<file path="src/include/ddr_line_params.svh">
// DDR line bridge width parameters for the CPU port, the line and the app bus
`ifndef DDR_LINE_PARAMS_SVH
`define DDR_LINE_PARAMS_SVH

// CPU side
`define RAM_ADDR_W 30
`define LINE_W 256

// App interface side
`define BEAT_W 128
`define APP_ADDR_W 27

// Line number taken from CPU address bits 24 down to 3
`define TAG_W 22

`endif
</file>
<file path="src/logic/ddr_line_pkg.sv">
// DDR line bridge types shared by the sequencer, line holder and app bus
`default_nettype none

`include "ddr_line_params.svh"

package ddr_line_pkg;

    // App command encoding of the controller IP
    typedef enum logic [2:0] {
        APP_CMD_WRITE = 3'd0,
        APP_CMD_READ  = 3'd1
    } app_cmd_e;

    // One CPU line, also seen as two app beats (beat 0 is the low half)
    typedef union packed {
        logic [`LINE_W-1:0]         line;
        logic [1:0][`BEAT_W-1:0]    beat;
    } line_u;

    typedef enum logic [2:0] {
        SEQ_IDLE       = 3'd0,
        SEQ_WR_BEAT0   = 3'd1,
        SEQ_WR_BEAT1   = 3'd2,
        SEQ_RD_ISSUE   = 3'd3,
        SEQ_RD_COLLECT = 3'd4
    } seq_state_e;

endpackage

`default_nettype wire

</file>
<file path="src/logic/app_bus_if.sv">
// App interface bundle between the bridge and the DDR controller user port
`timescale 1ns/1ps
`default_nettype none

`include "ddr_line_params.svh"

interface app_bus_if;

    // Command and write data, driven by the bridge
    logic [`APP_ADDR_W-1:0]   addr;
    ddr_line_pkg::app_cmd_e   cmd;
    logic                     en;
    logic [`BEAT_W-1:0]       wdf_data;
    logic                     wdf_wren;
    logic                     wdf_end;

    // Flow control and read return, driven by the memory side
    logic                     rdy;
    logic                     wdf_rdy;
    logic [`BEAT_W-1:0]       rd_data;
    logic                     rd_data_valid;

    modport ctrl (
        output addr, cmd, en, wdf_data, wdf_wren, wdf_end,
        input  rdy, wdf_rdy, rd_data, rd_data_valid
    );

    modport mem (
        input  addr, cmd, en, wdf_data, wdf_wren, wdf_end,
        output rdy, wdf_rdy, rd_data, rd_data_valid
    );

endinterface

`default_nettype wire

</file>
<file path="src/logic/ddr_line_top.sv">
// DDR line bridge top joining the CPU line port to the app interface
`timescale 1ns/1ps
`default_nettype none

`include "ddr_line_params.svh"

module ddr_line_top (
    input  logic                        ui_clk,
    input  logic                        rst,

    // CPU port
    input  logic                        ram_en,
    input  logic                        ram_write,
    input  logic [`RAM_ADDR_W-1:0]      ram_addr,
    input  logic [`LINE_W-1:0]          data_to_ram,
    output logic                        ram_rdy,
    output logic [`LINE_W-1:0]          data_from_ram,

    // App interface of the DDR controller
    output logic [`APP_ADDR_W-1:0]      app_addr,
    output logic [2:0]                  app_cmd,
    output logic                        app_en,
    output logic [`BEAT_W-1:0]          app_wdf_data,
    output logic                        app_wdf_wren,
    output logic                        app_wdf_end,
    input  logic                        app_rdy,
    input  logic                        app_wdf_rdy,
    input  logic [`BEAT_W-1:0]          app_rd_data,
    input  logic                        app_rd_data_valid,
    input  logic                        init_calib_complete
);

    logic   hit;
    logic   store_line;
    logic   load_beat;
    logic   beat_sel;

    app_bus_if app_bus ();

    // --------------------------------------------------
    // App bus onto plain ports
    // --------------------------------------------------
    assign app_addr      = app_bus.addr;
    assign app_cmd       = app_bus.cmd;
    assign app_en        = app_bus.en;
    assign app_wdf_data  = app_bus.wdf_data;
    assign app_wdf_wren  = app_bus.wdf_wren;
    assign app_wdf_end   = app_bus.wdf_end;

    assign app_bus.rdy           = app_rdy;
    assign app_bus.wdf_rdy       = app_wdf_rdy;
    assign app_bus.rd_data       = app_rd_data;
    assign app_bus.rd_data_valid = app_rd_data_valid;

    line_sequencer line_sequencer_i (
        .ui_clk              (ui_clk),
        .rst                 (rst),
        .ram_en              (ram_en),
        .ram_write           (ram_write),
        .ram_addr            (ram_addr),
        .data_to_ram         (data_to_ram),
        .init_calib_complete (init_calib_complete),
        .hit                 (hit),
        .ram_rdy             (ram_rdy),
        .store_line          (store_line),
        .load_beat           (load_beat),
        .beat_sel            (beat_sel),
        .app                 (app_bus.ctrl)
    );

    line_holder line_holder_i (
        .ui_clk              (ui_clk),
        .rst                 (rst),
        .ram_addr            (ram_addr),
        .data_to_ram         (data_to_ram),
        .store_line          (store_line),
        .load_beat           (load_beat),
        .beat_sel            (beat_sel),
        .app                 (app_bus.ctrl),
        .hit                 (hit),
        .data_from_ram       (data_from_ram)
    );

endmodule

`default_nettype wire

</file>
<file path="src/logic/line_holder.sv">
// Line holder keeping the last line moved, its tag and a valid bit
`timescale 1ns/1ps
`default_nettype none

`include "ddr_line_params.svh"

module line_holder (
    input  logic                        ui_clk,
    input  logic                        rst,
    input  logic [`RAM_ADDR_W-1:0]      ram_addr,
    input  ddr_line_pkg::line_u         data_to_ram,
    input  logic                        store_line,
    input  logic                        load_beat,
    input  logic                        beat_sel,
    app_bus_if.ctrl                     app,
    output logic                        hit,
    output ddr_line_pkg::line_u         data_from_ram
);

    logic [`TAG_W-1:0]      tag;
    logic [`TAG_W-1:0]      line_no;
    logic                   valid;
    ddr_line_pkg::line_u    line_q;

    assign line_no = ram_addr[`TAG_W+2:3];
    assign hit     = valid & (tag == line_no);

    assign data_from_ram.line = line_q.line;

    // --------------------------------------------------
    // Valid bit
    // --------------------------------------------------
    always_ff @(posedge ui_clk) begin
        if (!rst) begin
            valid <= 1'b0;
        end else if (store_line) begin
            valid <= 1'b1;
        end else if (load_beat) begin
            // Line is only whole again after beat 1
            valid <= beat_sel;
        end
    end

    // Line data and tag
    always_ff @(posedge ui_clk) begin
        if (store_line) begin
            line_q.line <= data_to_ram.line;
            tag         <= line_no;
        end else if (load_beat) begin
            line_q.beat[beat_sel] <= app.rd_data;
            if (beat_sel) begin
                tag <= line_no;
            end
        end
    end

endmodule

`default_nettype wire

</file>
<file path="src/logic/line_sequencer.sv">
// Line sequencer FSM turning a CPU line miss into two app beats or two reads
`timescale 1ns/1ps
`default_nettype none

`include "ddr_line_params.svh"

module line_sequencer (
    input  logic                        ui_clk,
    input  logic                        rst,
    input  logic                        ram_en,
    input  logic                        ram_write,
    input  logic [`RAM_ADDR_W-1:0]      ram_addr,
    input  ddr_line_pkg::line_u         data_to_ram,
    input  logic                        init_calib_complete,
    input  logic                        hit,
    output logic                        ram_rdy,
    output logic                        store_line,
    output logic                        load_beat,
    output logic                        beat_sel,
    app_bus_if.ctrl                     app
);

    ddr_line_pkg::seq_state_e   state;
    ddr_line_pkg::seq_state_e   state_next;
    logic                       rd_cmd_cnt;
    logic                       rd_beat_cnt;
    logic                       wr_done;
    logic                       beat_off;
    logic                       wr_accept;
    logic                       cpu_done;
    logic [`TAG_W-1:0]          line_no;

    assign line_no = ram_addr[`TAG_W+2:3];

    // Write beat taken only when command and data both go on the same edge
    assign wr_accept = init_calib_complete & app.rdy & app.wdf_rdy;

    // A write hit only counts once the line has gone out to DDR
    assign cpu_done = ram_en & hit & (~ram_write | wr_done);

    // --------------------------------------------------
    // App address and write data
    // --------------------------------------------------
    assign app.addr     = {line_no, beat_off, {(`APP_ADDR_W - `TAG_W - 1){1'b0}}};
    assign app.wdf_data = data_to_ram.beat[beat_off];
    assign app.wdf_end  = app.wdf_wren;

    // Read returns are taken in either read state, issue and collect overlap
    assign load_beat = app.rd_data_valid &
                       ((state == ddr_line_pkg::SEQ_RD_ISSUE) |
                        (state == ddr_line_pkg::SEQ_RD_COLLECT));
    assign beat_sel  = rd_beat_cnt;

    // --------------------------------------------------
    // Next state and app command
    // --------------------------------------------------
    always_comb begin
        state_next   = state;
        beat_off     = 1'b0;
        app.cmd      = ddr_line_pkg::APP_CMD_READ;
        app.en       = 1'b0;
        app.wdf_wren = 1'b0;
        store_line   = 1'b0;
        ram_rdy      = 1'b0;
        case (state)
            ddr_line_pkg::SEQ_IDLE: begin
                ram_rdy = cpu_done;
                if (ram_en && !cpu_done) begin
                    state_next = ram_write ? ddr_line_pkg::SEQ_WR_BEAT0
                                           : ddr_line_pkg::SEQ_RD_ISSUE;
                end
            end
            ddr_line_pkg::SEQ_WR_BEAT0: begin
                app.cmd      = ddr_line_pkg::APP_CMD_WRITE;
                app.en       = init_calib_complete & app.wdf_rdy;
                app.wdf_wren = init_calib_complete & app.rdy;
                if (wr_accept) begin
                    state_next = ddr_line_pkg::SEQ_WR_BEAT1;
                end
            end
            ddr_line_pkg::SEQ_WR_BEAT1: begin
                beat_off     = 1'b1;
                app.cmd      = ddr_line_pkg::APP_CMD_WRITE;
                app.en       = init_calib_complete & app.wdf_rdy;
                app.wdf_wren = init_calib_complete & app.rdy;
                if (wr_accept) begin
                    store_line = 1'b1;
                    state_next = ddr_line_pkg::SEQ_IDLE;
                end
            end
            ddr_line_pkg::SEQ_RD_ISSUE: begin
                beat_off = rd_cmd_cnt;
                app.en   = init_calib_complete;
                // Second read command accepted
                if (init_calib_complete && app.rdy && rd_cmd_cnt) begin
                    state_next = ddr_line_pkg::SEQ_RD_COLLECT;
                end
            end
            ddr_line_pkg::SEQ_RD_COLLECT: begin
                beat_off = 1'b1;
                if (app.rd_data_valid && rd_beat_cnt) begin
                    state_next = ddr_line_pkg::SEQ_IDLE;
                end
            end
            default: begin
                state_next = ddr_line_pkg::SEQ_IDLE;
            end
        endcase
    end

    // --------------------------------------------------
    // State and counters
    // --------------------------------------------------
    always_ff @(posedge ui_clk) begin
        if (!rst) begin
            state       <= ddr_line_pkg::SEQ_IDLE;
            rd_cmd_cnt  <= 1'b0;
            rd_beat_cnt <= 1'b0;
            wr_done     <= 1'b0;
        end else begin
            state <= state_next;
            if (state == ddr_line_pkg::SEQ_RD_ISSUE && app.en && app.rdy) begin
                rd_cmd_cnt <= ~rd_cmd_cnt;
            end
            if (load_beat) begin
                rd_beat_cnt <= ~rd_beat_cnt;
            end
            // Cleared on the edge that completes the CPU access
            if (store_line) begin
                wr_done <= 1'b1;
            end else if (ram_rdy) begin
                wr_done <= 1'b0;
            end
        end
    end

endmodule

`default_nettype wire

</file>
<file path="config.mk">
export PLATFORM = sky130hd
export DESIGN_NAME = ddr_line_top
export DESIGN_NICKNAME = d
export VERILOG_FILES = /design/src/logic/ddr_line_pkg.sv /design/src/logic/app_bus_if.sv /design/src/logic/ddr_line_top.sv /design/src/logic/line_holder.sv /design/src/logic/line_sequencer.sv
export VERILOG_INCLUDE_DIRS = /design/src /design/src/include
export SDC_FILE = /design/constraint.sdc
export NUM_CORES = 1
export LEC_CHECK = 0
export BUFFER_PORTS_ARGS = -buffer_cell sky130_fd_sc_hd__buf_2
export CAP_MARGIN = 20
export CORE_AREA = 8 8 325 327
export DETAILED_ROUTE_END_ITERATION = 12
export DIE_AREA = 0 0 333 335
export PLACE_DENSITY = 0.46
export SLEW_MARGIN = 20
export SYNTH_ARGS = -nofsm -noshare
export SYNTH_HDL_FRONTEND = slang
export SYNTH_SLANG_ARGS = --single-unit
</file>
<file path="constraint.sdc">
create_clock -name ui_clk -period 18.9 [get_ports ui_clk]
set_clock_uncertainty 0.15 [all_clocks]
set_input_delay 1.89 -clock ui_clk [delete_from_list [all_inputs] [get_ports ui_clk]]
set_output_delay 1.89 -clock ui_clk [all_outputs]
set_load 0.05 [all_outputs]
</file>
==> out/metrics.csv, run 1 <==
metric,value,unit
synth_top_area_cell,edfxtp_1,
critical_path_required,16.86,ns
p_int,1.290,mW
ios,840,
setup_ws,13.50,ns
yosysWarningCount,0,
synth_area,14760,um2
hold_class,reg -> reg,
final_cells,3492,
root_buffer,clkbuf_16,
wl_per_cell,18.87,um
post_cts_buffers,0,
status,"finished, final reports clean",
cts_inserted_buffers,37,
cts_hold_buf,0,
area_delta_synth_final,43.38,%
clk_latency,0.56,ns
htreeDepth,2,
synthTopCellsByCount,"nand2_1, edfxtp_1, o21ai_1, nand2b_1, o21ai_0",
power.switching,0.6625,mW
slowest_delay,0.45,ns
ys_types,34,
seq_power_share,0.372,
crit_top_cell,buf_2,
path_clk_slew,0.06,ns
dp_cells,3418,
hold_violations,0,
power.clock.fraction,0.368,
core_area,100700,um2
grt_usage,0.1100,
synth_area_leaders,"edfxtp_1, nand2_1, o21ai_1, nand2b_1, mux2_1",
netSwitchingFraction,0.3394,
critPathKind,in -> out,
clkSinkCount,285,
placement.io_buffers,825,
rsz0062_at_grt,false,
reg2reg_depth,6,
min_period,5.404,ns
fin_setup_tns,0,ns
design_area,21160,um2
grt_start_max_net_pins,102,
dpl_cell_area,19930,um2
rows,117,
gr-total-overflow,0,
arrival,3.36,ns
grt_pass1_wl,92490,um
cts_tree,built,
ys_seq_elements,285,
relSlewSlack,0.3462,
drtAntennaViolNets,0,
start_util,0.1465,
drive_gt1_frac,0.4393,
synth-edff-count,278,
async_reset_ff_frac,0,
cp-start-kind,primary input,
timing.final.crit_share,0.2859,
drv_cap,0,
clockBufferDepth,3,
yosysMostFrequentCell,nand2_1,
finalSetupViolations,0,
synth_area_per_cell,10.59,um2
drc_errors,0,
whs,0.3285,ns
max-vdd-ir-drop,0.04565,mV
comb_power_share,0.261,
cp_cell_sequence,"buf_2, xnor2_1, nand4_1, nor4_1, nand3_1, inv_1, buf_2",
cts_resized,0,
synth_top_area_frac,0.5657,
end_kind,output port,
cellPowerDensity,92.25,nW/um2
cp_slowest_cell,nor4_1,
drv_slew,0,
die_area,111600,um2
path_max_fanout,4,
wirelength,65900,um
p_leak,8.641,nW
fp.dieW,333,um
routabilityCongestion,0.8376,
num_vias,12995,
ys_seq_area_frac,0.5752,
grt_pass1_vias,13587,
worstMarginPinSlew,0.9806,ns
firstDrtPassIters,5,
antenna_found_initial,18,
die_y,335,um
dpl.hpwl,52540,um
syn_inst,1394,
via_per_inst,3.721,
initialDrtViolationCount,776,
nets,2570,
hold_depth,2,
post-place-ws,13.16,ns
max_freq,185.1,MHz
ys.flop_type,edfxtp_1,
power by group through the flow:
| stage | combinational (mW) | clock (mW) | sequential (mW) |
|---|---|---|---|
| 2_1_floorplan | 0.321 | 0 | 0.787 |
| 3_3_place_gp | 0.514 | 0 | 0.738 |
| 3_5_place_dp | 0.515 | 0 | 0.739 |
| 4_1_cts | 0.516 | 0.751 | 0.726 |
| 5_1_grt | 0.539 | 0.765 | 0.727 |
| 6_report | 0.509 | 0.717 | 0.725 |
sequential cells by signal, indices dropped and copies added (netlist names):
signal / flops
line_sequencer_i.wr_done: 1
line_holder_i.valid: 1
line_holder_i.data_from_ram: 256
line_holder_i.tag: 22
line_sequencer_i.rd_cmd_cnt: 1
line_sequencer_i.state: 3
line_sequencer_i.beat_sel: 1
stage by stage:
stage,power (mW),util
floorplan,1.107,-
global placement,1.253,0.1979
detailed placement,1.253,0.1979
CTS,1.993,0.2099
global route,2.031,0.2100
finish,1.952,0.2101
critical path: cells and delay by family:
family        cells  cell delay [ns]
simple gates      3             0.82
buf+inv           3             0.49
xor+xnor          1             0.16
per-layer routing:
layer	vias to the layer above	share of wire	global-route usage
met5	-	0	0
met4	0	0.034	0.04591
met3	100	0.077	0.03561
met2	552	0.49	0.1892
met1	6012	0.40	0.1255
li1	6331	-	-
cell families (layout without fill, tap and decap cells):
kind of cell	count (synthesis)	in the layout	synth area share
other cells	1	13	0.0002541
xor+xnor	25	25	0.01484
compound gates	271	271	0.09309
flops	285	285	0.5752
simple gates	546	546	0.1650
mux	129	129	0.09835
buf+inv	137	914	0.05333
layout by cell type (no fill, tap or decap), types with 17 or more instances in the layout:
cell type	instances
buf_2	825
buf_4	17
clkbuf_16	39
edfxtp_1	278
mux2_1	71
mux2_2	57
nand2_1	390
nand2b_1	133
o21ai_0	75
o21ai_1	185
xnor2_1	17
worst paths after layout:
path | slack [ns] | start | end
setup / recovery | 13.50 | ram_addr[5] | ram_rdy
hold / removal | 0.33 | line_holder_i.valid | line_holder_i.valid
setup reg to reg | 14.58 | line_sequencer_i.state[1] | line_holder_i.data_from_ram[175]
hold reg to reg | 0.33 | line_holder_i.valid | line_holder_i.valid
cell type report:
| class | count | area [um2] |
|---|---|---|
| inverters | 5 | 23.77 |
| clock buffers | 48 | 1010 |
| multi-input cells | 977 | 5524 |
| flip-flops and latches | 285 | 8492 |
| well taps | 1309 | 1638 |
| clock inverters | 19 | 198.9 |
| fillers | 11183 | 79560 |
| diodes | 7 | 17.52 |
| repair buffers | 842 | 4257 |
Note: power is estimated with default switching activity, not from simulation.
==> run 2: changes to the inputs <==
--- a/config.mk
+++ b/config.mk
@@ -6,12 +6,13 @@
 export SDC_FILE = /design/constraint.sdc
 export NUM_CORES = 1
 export LEC_CHECK = 0
+export ABC_AREA = 1
 export BUFFER_PORTS_ARGS = -buffer_cell sky130_fd_sc_hd__buf_2
 export CAP_MARGIN = 20
-export CORE_AREA = 8 8 325 327
+export CORE_AREA = 8 8 322 324
 export DETAILED_ROUTE_END_ITERATION = 12
-export DIE_AREA = 0 0 333 335
-export PLACE_DENSITY = 0.46
+export DIE_AREA = 0 0 330 332
+export PLACE_DENSITY = 0.47
 export SLEW_MARGIN = 20
 export SYNTH_ARGS = -nofsm -noshare
 export SYNTH_HDL_FRONTEND = slang
==> constraint.sdc (replaced) <==
create_clock -name ui_clk -period 4.8 [get_ports ui_clk]
set_clock_uncertainty 0.15 [all_clocks]
set_input_delay 0.48 -clock ui_clk [delete_from_list [all_inputs] [get_ports ui_clk]]
set_output_delay 0.48 -clock ui_clk [all_outputs]
set_load 0.05 [all_outputs]
==> run 2 against run 1 <==
Setup slack worse by 12 ns. Highest routed layer is now met5. Clock-buffer cell count shrank 2. Final area grew 0.14%. Synthesized cell count grew 7.6%. Sequential power rose to 4.1 times the previous value. Global-route usage up 1.6 points. Cell count is 3.9% higher. Total power increased to 4.8 times the previous value. Non-clock buffer count grew 48. Sequential cell count unchanged. Critical path depth rose by 2.
==> out/metrics.csv, run 2 <==
metric,value,unit,change
ios,840,,unchanged
gr-total-overflow,0,,unchanged
p_leak,9.581,nW,+11%
ys_seq_elements,285,,unchanged
fin_setup_tns,0,ns,unchanged
cts_tree,built,,
die_y,332,um,-0.90%
min_period,3.655,ns,
synth_top_area_cell,edfxtp_1,,
synth_area_leaders,"edfxtp_1, nand2_1, inv_1, o31ai_1, o22ai_1",,
relSlewSlack,0.4007,,+0.05442
path_clk_slew,0.06,ns,about the same
grt_pass1_vias,14211,,+4.6%
synth-edff-count,278,,unchanged
largest_register_ffs,256,,unchanged
synth_area,14330,um2,-2.9%
synth-compound-area-share,0.1734,,+0.08028
cp-start-kind,register,,
antenna_found_initial,25,,+7
area_delta_synth_final,47.84,%,
path_delay_family,buffers and inverters,,
post_cts_buffers,0,,unchanged
arrival,3.03,ns,-0.33 ns
syn_inst,1500,,+7.6%
end_kind,output port,,
yosysMostFrequentCell,nand2_1,,
hold_violations,0,,unchanged
synthTopCellsByCount,"nand2_1, inv_1, edfxtp_1, o22ai_1, o31ai_1",,
final_common_cell,buf_2,,
ys.flop_type,edfxtp_1,,
whs,0.05931,ns,-0.2692 ns
cellPowerDensity,445.1,nW/um2,+380%
dp_cells,3543,,+3.7%
synthSimpleGateAreaFrac,0.1015,,-0.06346
grt_start_max_net_pins,143,,+40%
path_max_fanout,41,,+37
initialDrtViolationCount,709,,-8.6%
ys_types,27,,-21%
grt_pass1_wl,102100,um,+10%
num_vias,14013,,+7.8%
crit_top_cell,inv_2,,
async_reset_ff_frac,0,,unchanged
dpl.hpwl,59060,um,+12%
final_util,0.2141,,+0.003967
placement.io_buffers,825,,unchanged
dpl_cell_area,19860,um2,-0.39%
yosys.area_share.xor_xnor,0.0006111,,-0.01423
max-vdd-ir-drop,0.2821,mV,+520%
yosysWarningCount,0,,unchanged
final_cells,3629,,+3.9%
wirelength,73770,um,+12%
root_buffer,clkbuf_16,,
die_area,109600,um2,-1.8%
ys_seq_area_frac,0.5922,,+0.01707
final_cell_mix,"buf_2, nand2_1, inv_1",,
cp_cell_sequence,"inv_2, nor3_2, inv_2, o211ai_4, buf_12, buf_4, nand2_1, o21ai_1, buf_2",,
cp_slowest_cell,o211ai_4,,
synth_area_per_cell,9.555,um2,-9.7%
slowest_delay,0.65,ns,+0.20 ns
drive_gt1_frac,0.3979,,-0.04140
finalSetupViolations,0,,unchanged
cts_inserted_buffers,35,,-5.4%
htreeDepth,2,,unchanged
grt_usage,0.1263,,+0.01624
max_freq,273.6,MHz,
drc_errors,0,,unchanged
synth_top_family_by_area,compound AO/OA/AOI/OAI gates,,
synth_top_area_frac,0.5825,,+0.01679
critical_path_required,4.17,ns,-12.69 ns
critPathKind,reg -> out,,
via_per_inst,3.861,,+3.8%
hold_class,in -> reg,,
firstDrtPassIters,7,,+2
rsz0062_at_grt,false,,
clockBufferDepth,3,,unchanged
synthAdderAreaFrac,0,,unchanged
drv_cap,0,,unchanged
start_util,0.1448,,-0.001734
muxShareOfSynthArea,0,,-0.09835
timing.final.crit_share,0.7615,,
drv_slew,0,,unchanged
clkSinkCount,285,,unchanged
nets,2727,,+6.1%
routabilityCongestion,0.8304,,-0.86%
wl_per_cell,20.33,um,+7.7%
status,"finished, final reports clean",,
drtAntennaViolNets,0,,unchanged
fp.dieW,330,um,-0.90%
rows,116,,-0.85%
path_buf_inv,5,,+2
worstMarginPinSlew,0.8990,ns,-0.08164 ns
core_area,98980,um2,-1.7%
clk_latency,0.55,ns,about the same
design_area,21190,um2,+0.14%
## run 2: changes by cell type after synthesis, sizes merged, moves of 126 or more
cell	delta
nand2b	-133
mux2	-128
o21ai	-126
inv	+305
o22ai	+127
o31ai	+127
## run 2: cell families (layout without fill, tap and decap cells)
family / Yosys count / in the layout
compound gates: 397 / 397
xor+xnor: 1 / 1
buf+inv: 437 / 1259
flops: 285 / 285
other cells: 1 / 10
simple gates: 379 / 379
## run 2: worst register-to-register path, cell delays in order (launching register included)
cell and delay, ns:
dfxtp_1 0.32, inv_2 0.10, nand3_2 0.15, nor2_4 0.30
inv_6 0.25, nand2_4 0.73, buf_4 0.40
## run 2: through the flow
step                total power, mW  setup WS, ns
detailed placement            6.876         1.713
finish                        9.432         1.145
global route                  9.856        0.9691
floorplan                     5.783        0.1279
CTS                           9.576         1.062
global placement              6.866         1.723
## run 2: what timing repair did
action / CTS / global route
gates resized for setup: 0 / 0
hold endpoints to repair: 24 / 0
hold buffers: 23 / 0
## run 2: metal layers
metal,global-route usage,up-vias,part of all wire
met3,0.04665,113,0.10
met2,0.2158,690,0.48
met1,0.1474,6519,0.39
li1,-,6687,-
met4,0.03497,4,0.026
met5,0,-,0.00037
## run 2: area by class of cell
| cell class | count | area [um2] |
|---|---|---|
| clock buffer | 46 | 959.7 |
| tap | 1298 | 1624 |
| clock inverter | 13 | 132.6 |
| fill | 11049 | 77800 |
| multi-input combinational | 783 | 3986 |
| antenna | 4 | 10.01 |
| sequential | 285 | 8488 |
| inverter | 310 | 1176 |
| timing repair buffer | 890 | 4812 |
## run 2: report_power, final
group	internal (mW)	leakage, nW	switching [mW]	total (mW)
logic	0.850	6.45	3.01	3.86
registers	2.91	2.60	0.0364	2.95
clock network	1.56	0.534	1.07	2.63
total	5.32	9.58	4.11	9.43
## run 2: worst paths after layout
check / cells past startpoint / from / to / slack [ns]
max reg2reg: 6 / line_sequencer_i.state[0] / line_holder_i.data_from_ram[9] / 2.09
min: 1 / ram_addr[8] / line_holder_i.tag[5] / 0.06
min reg2reg: 2 / line_sequencer_i.wr_done / line_sequencer_i.wr_done / 0.32
max: 9 / line_sequencer_i.state[0] / app_wdf_data[21] / 1.14
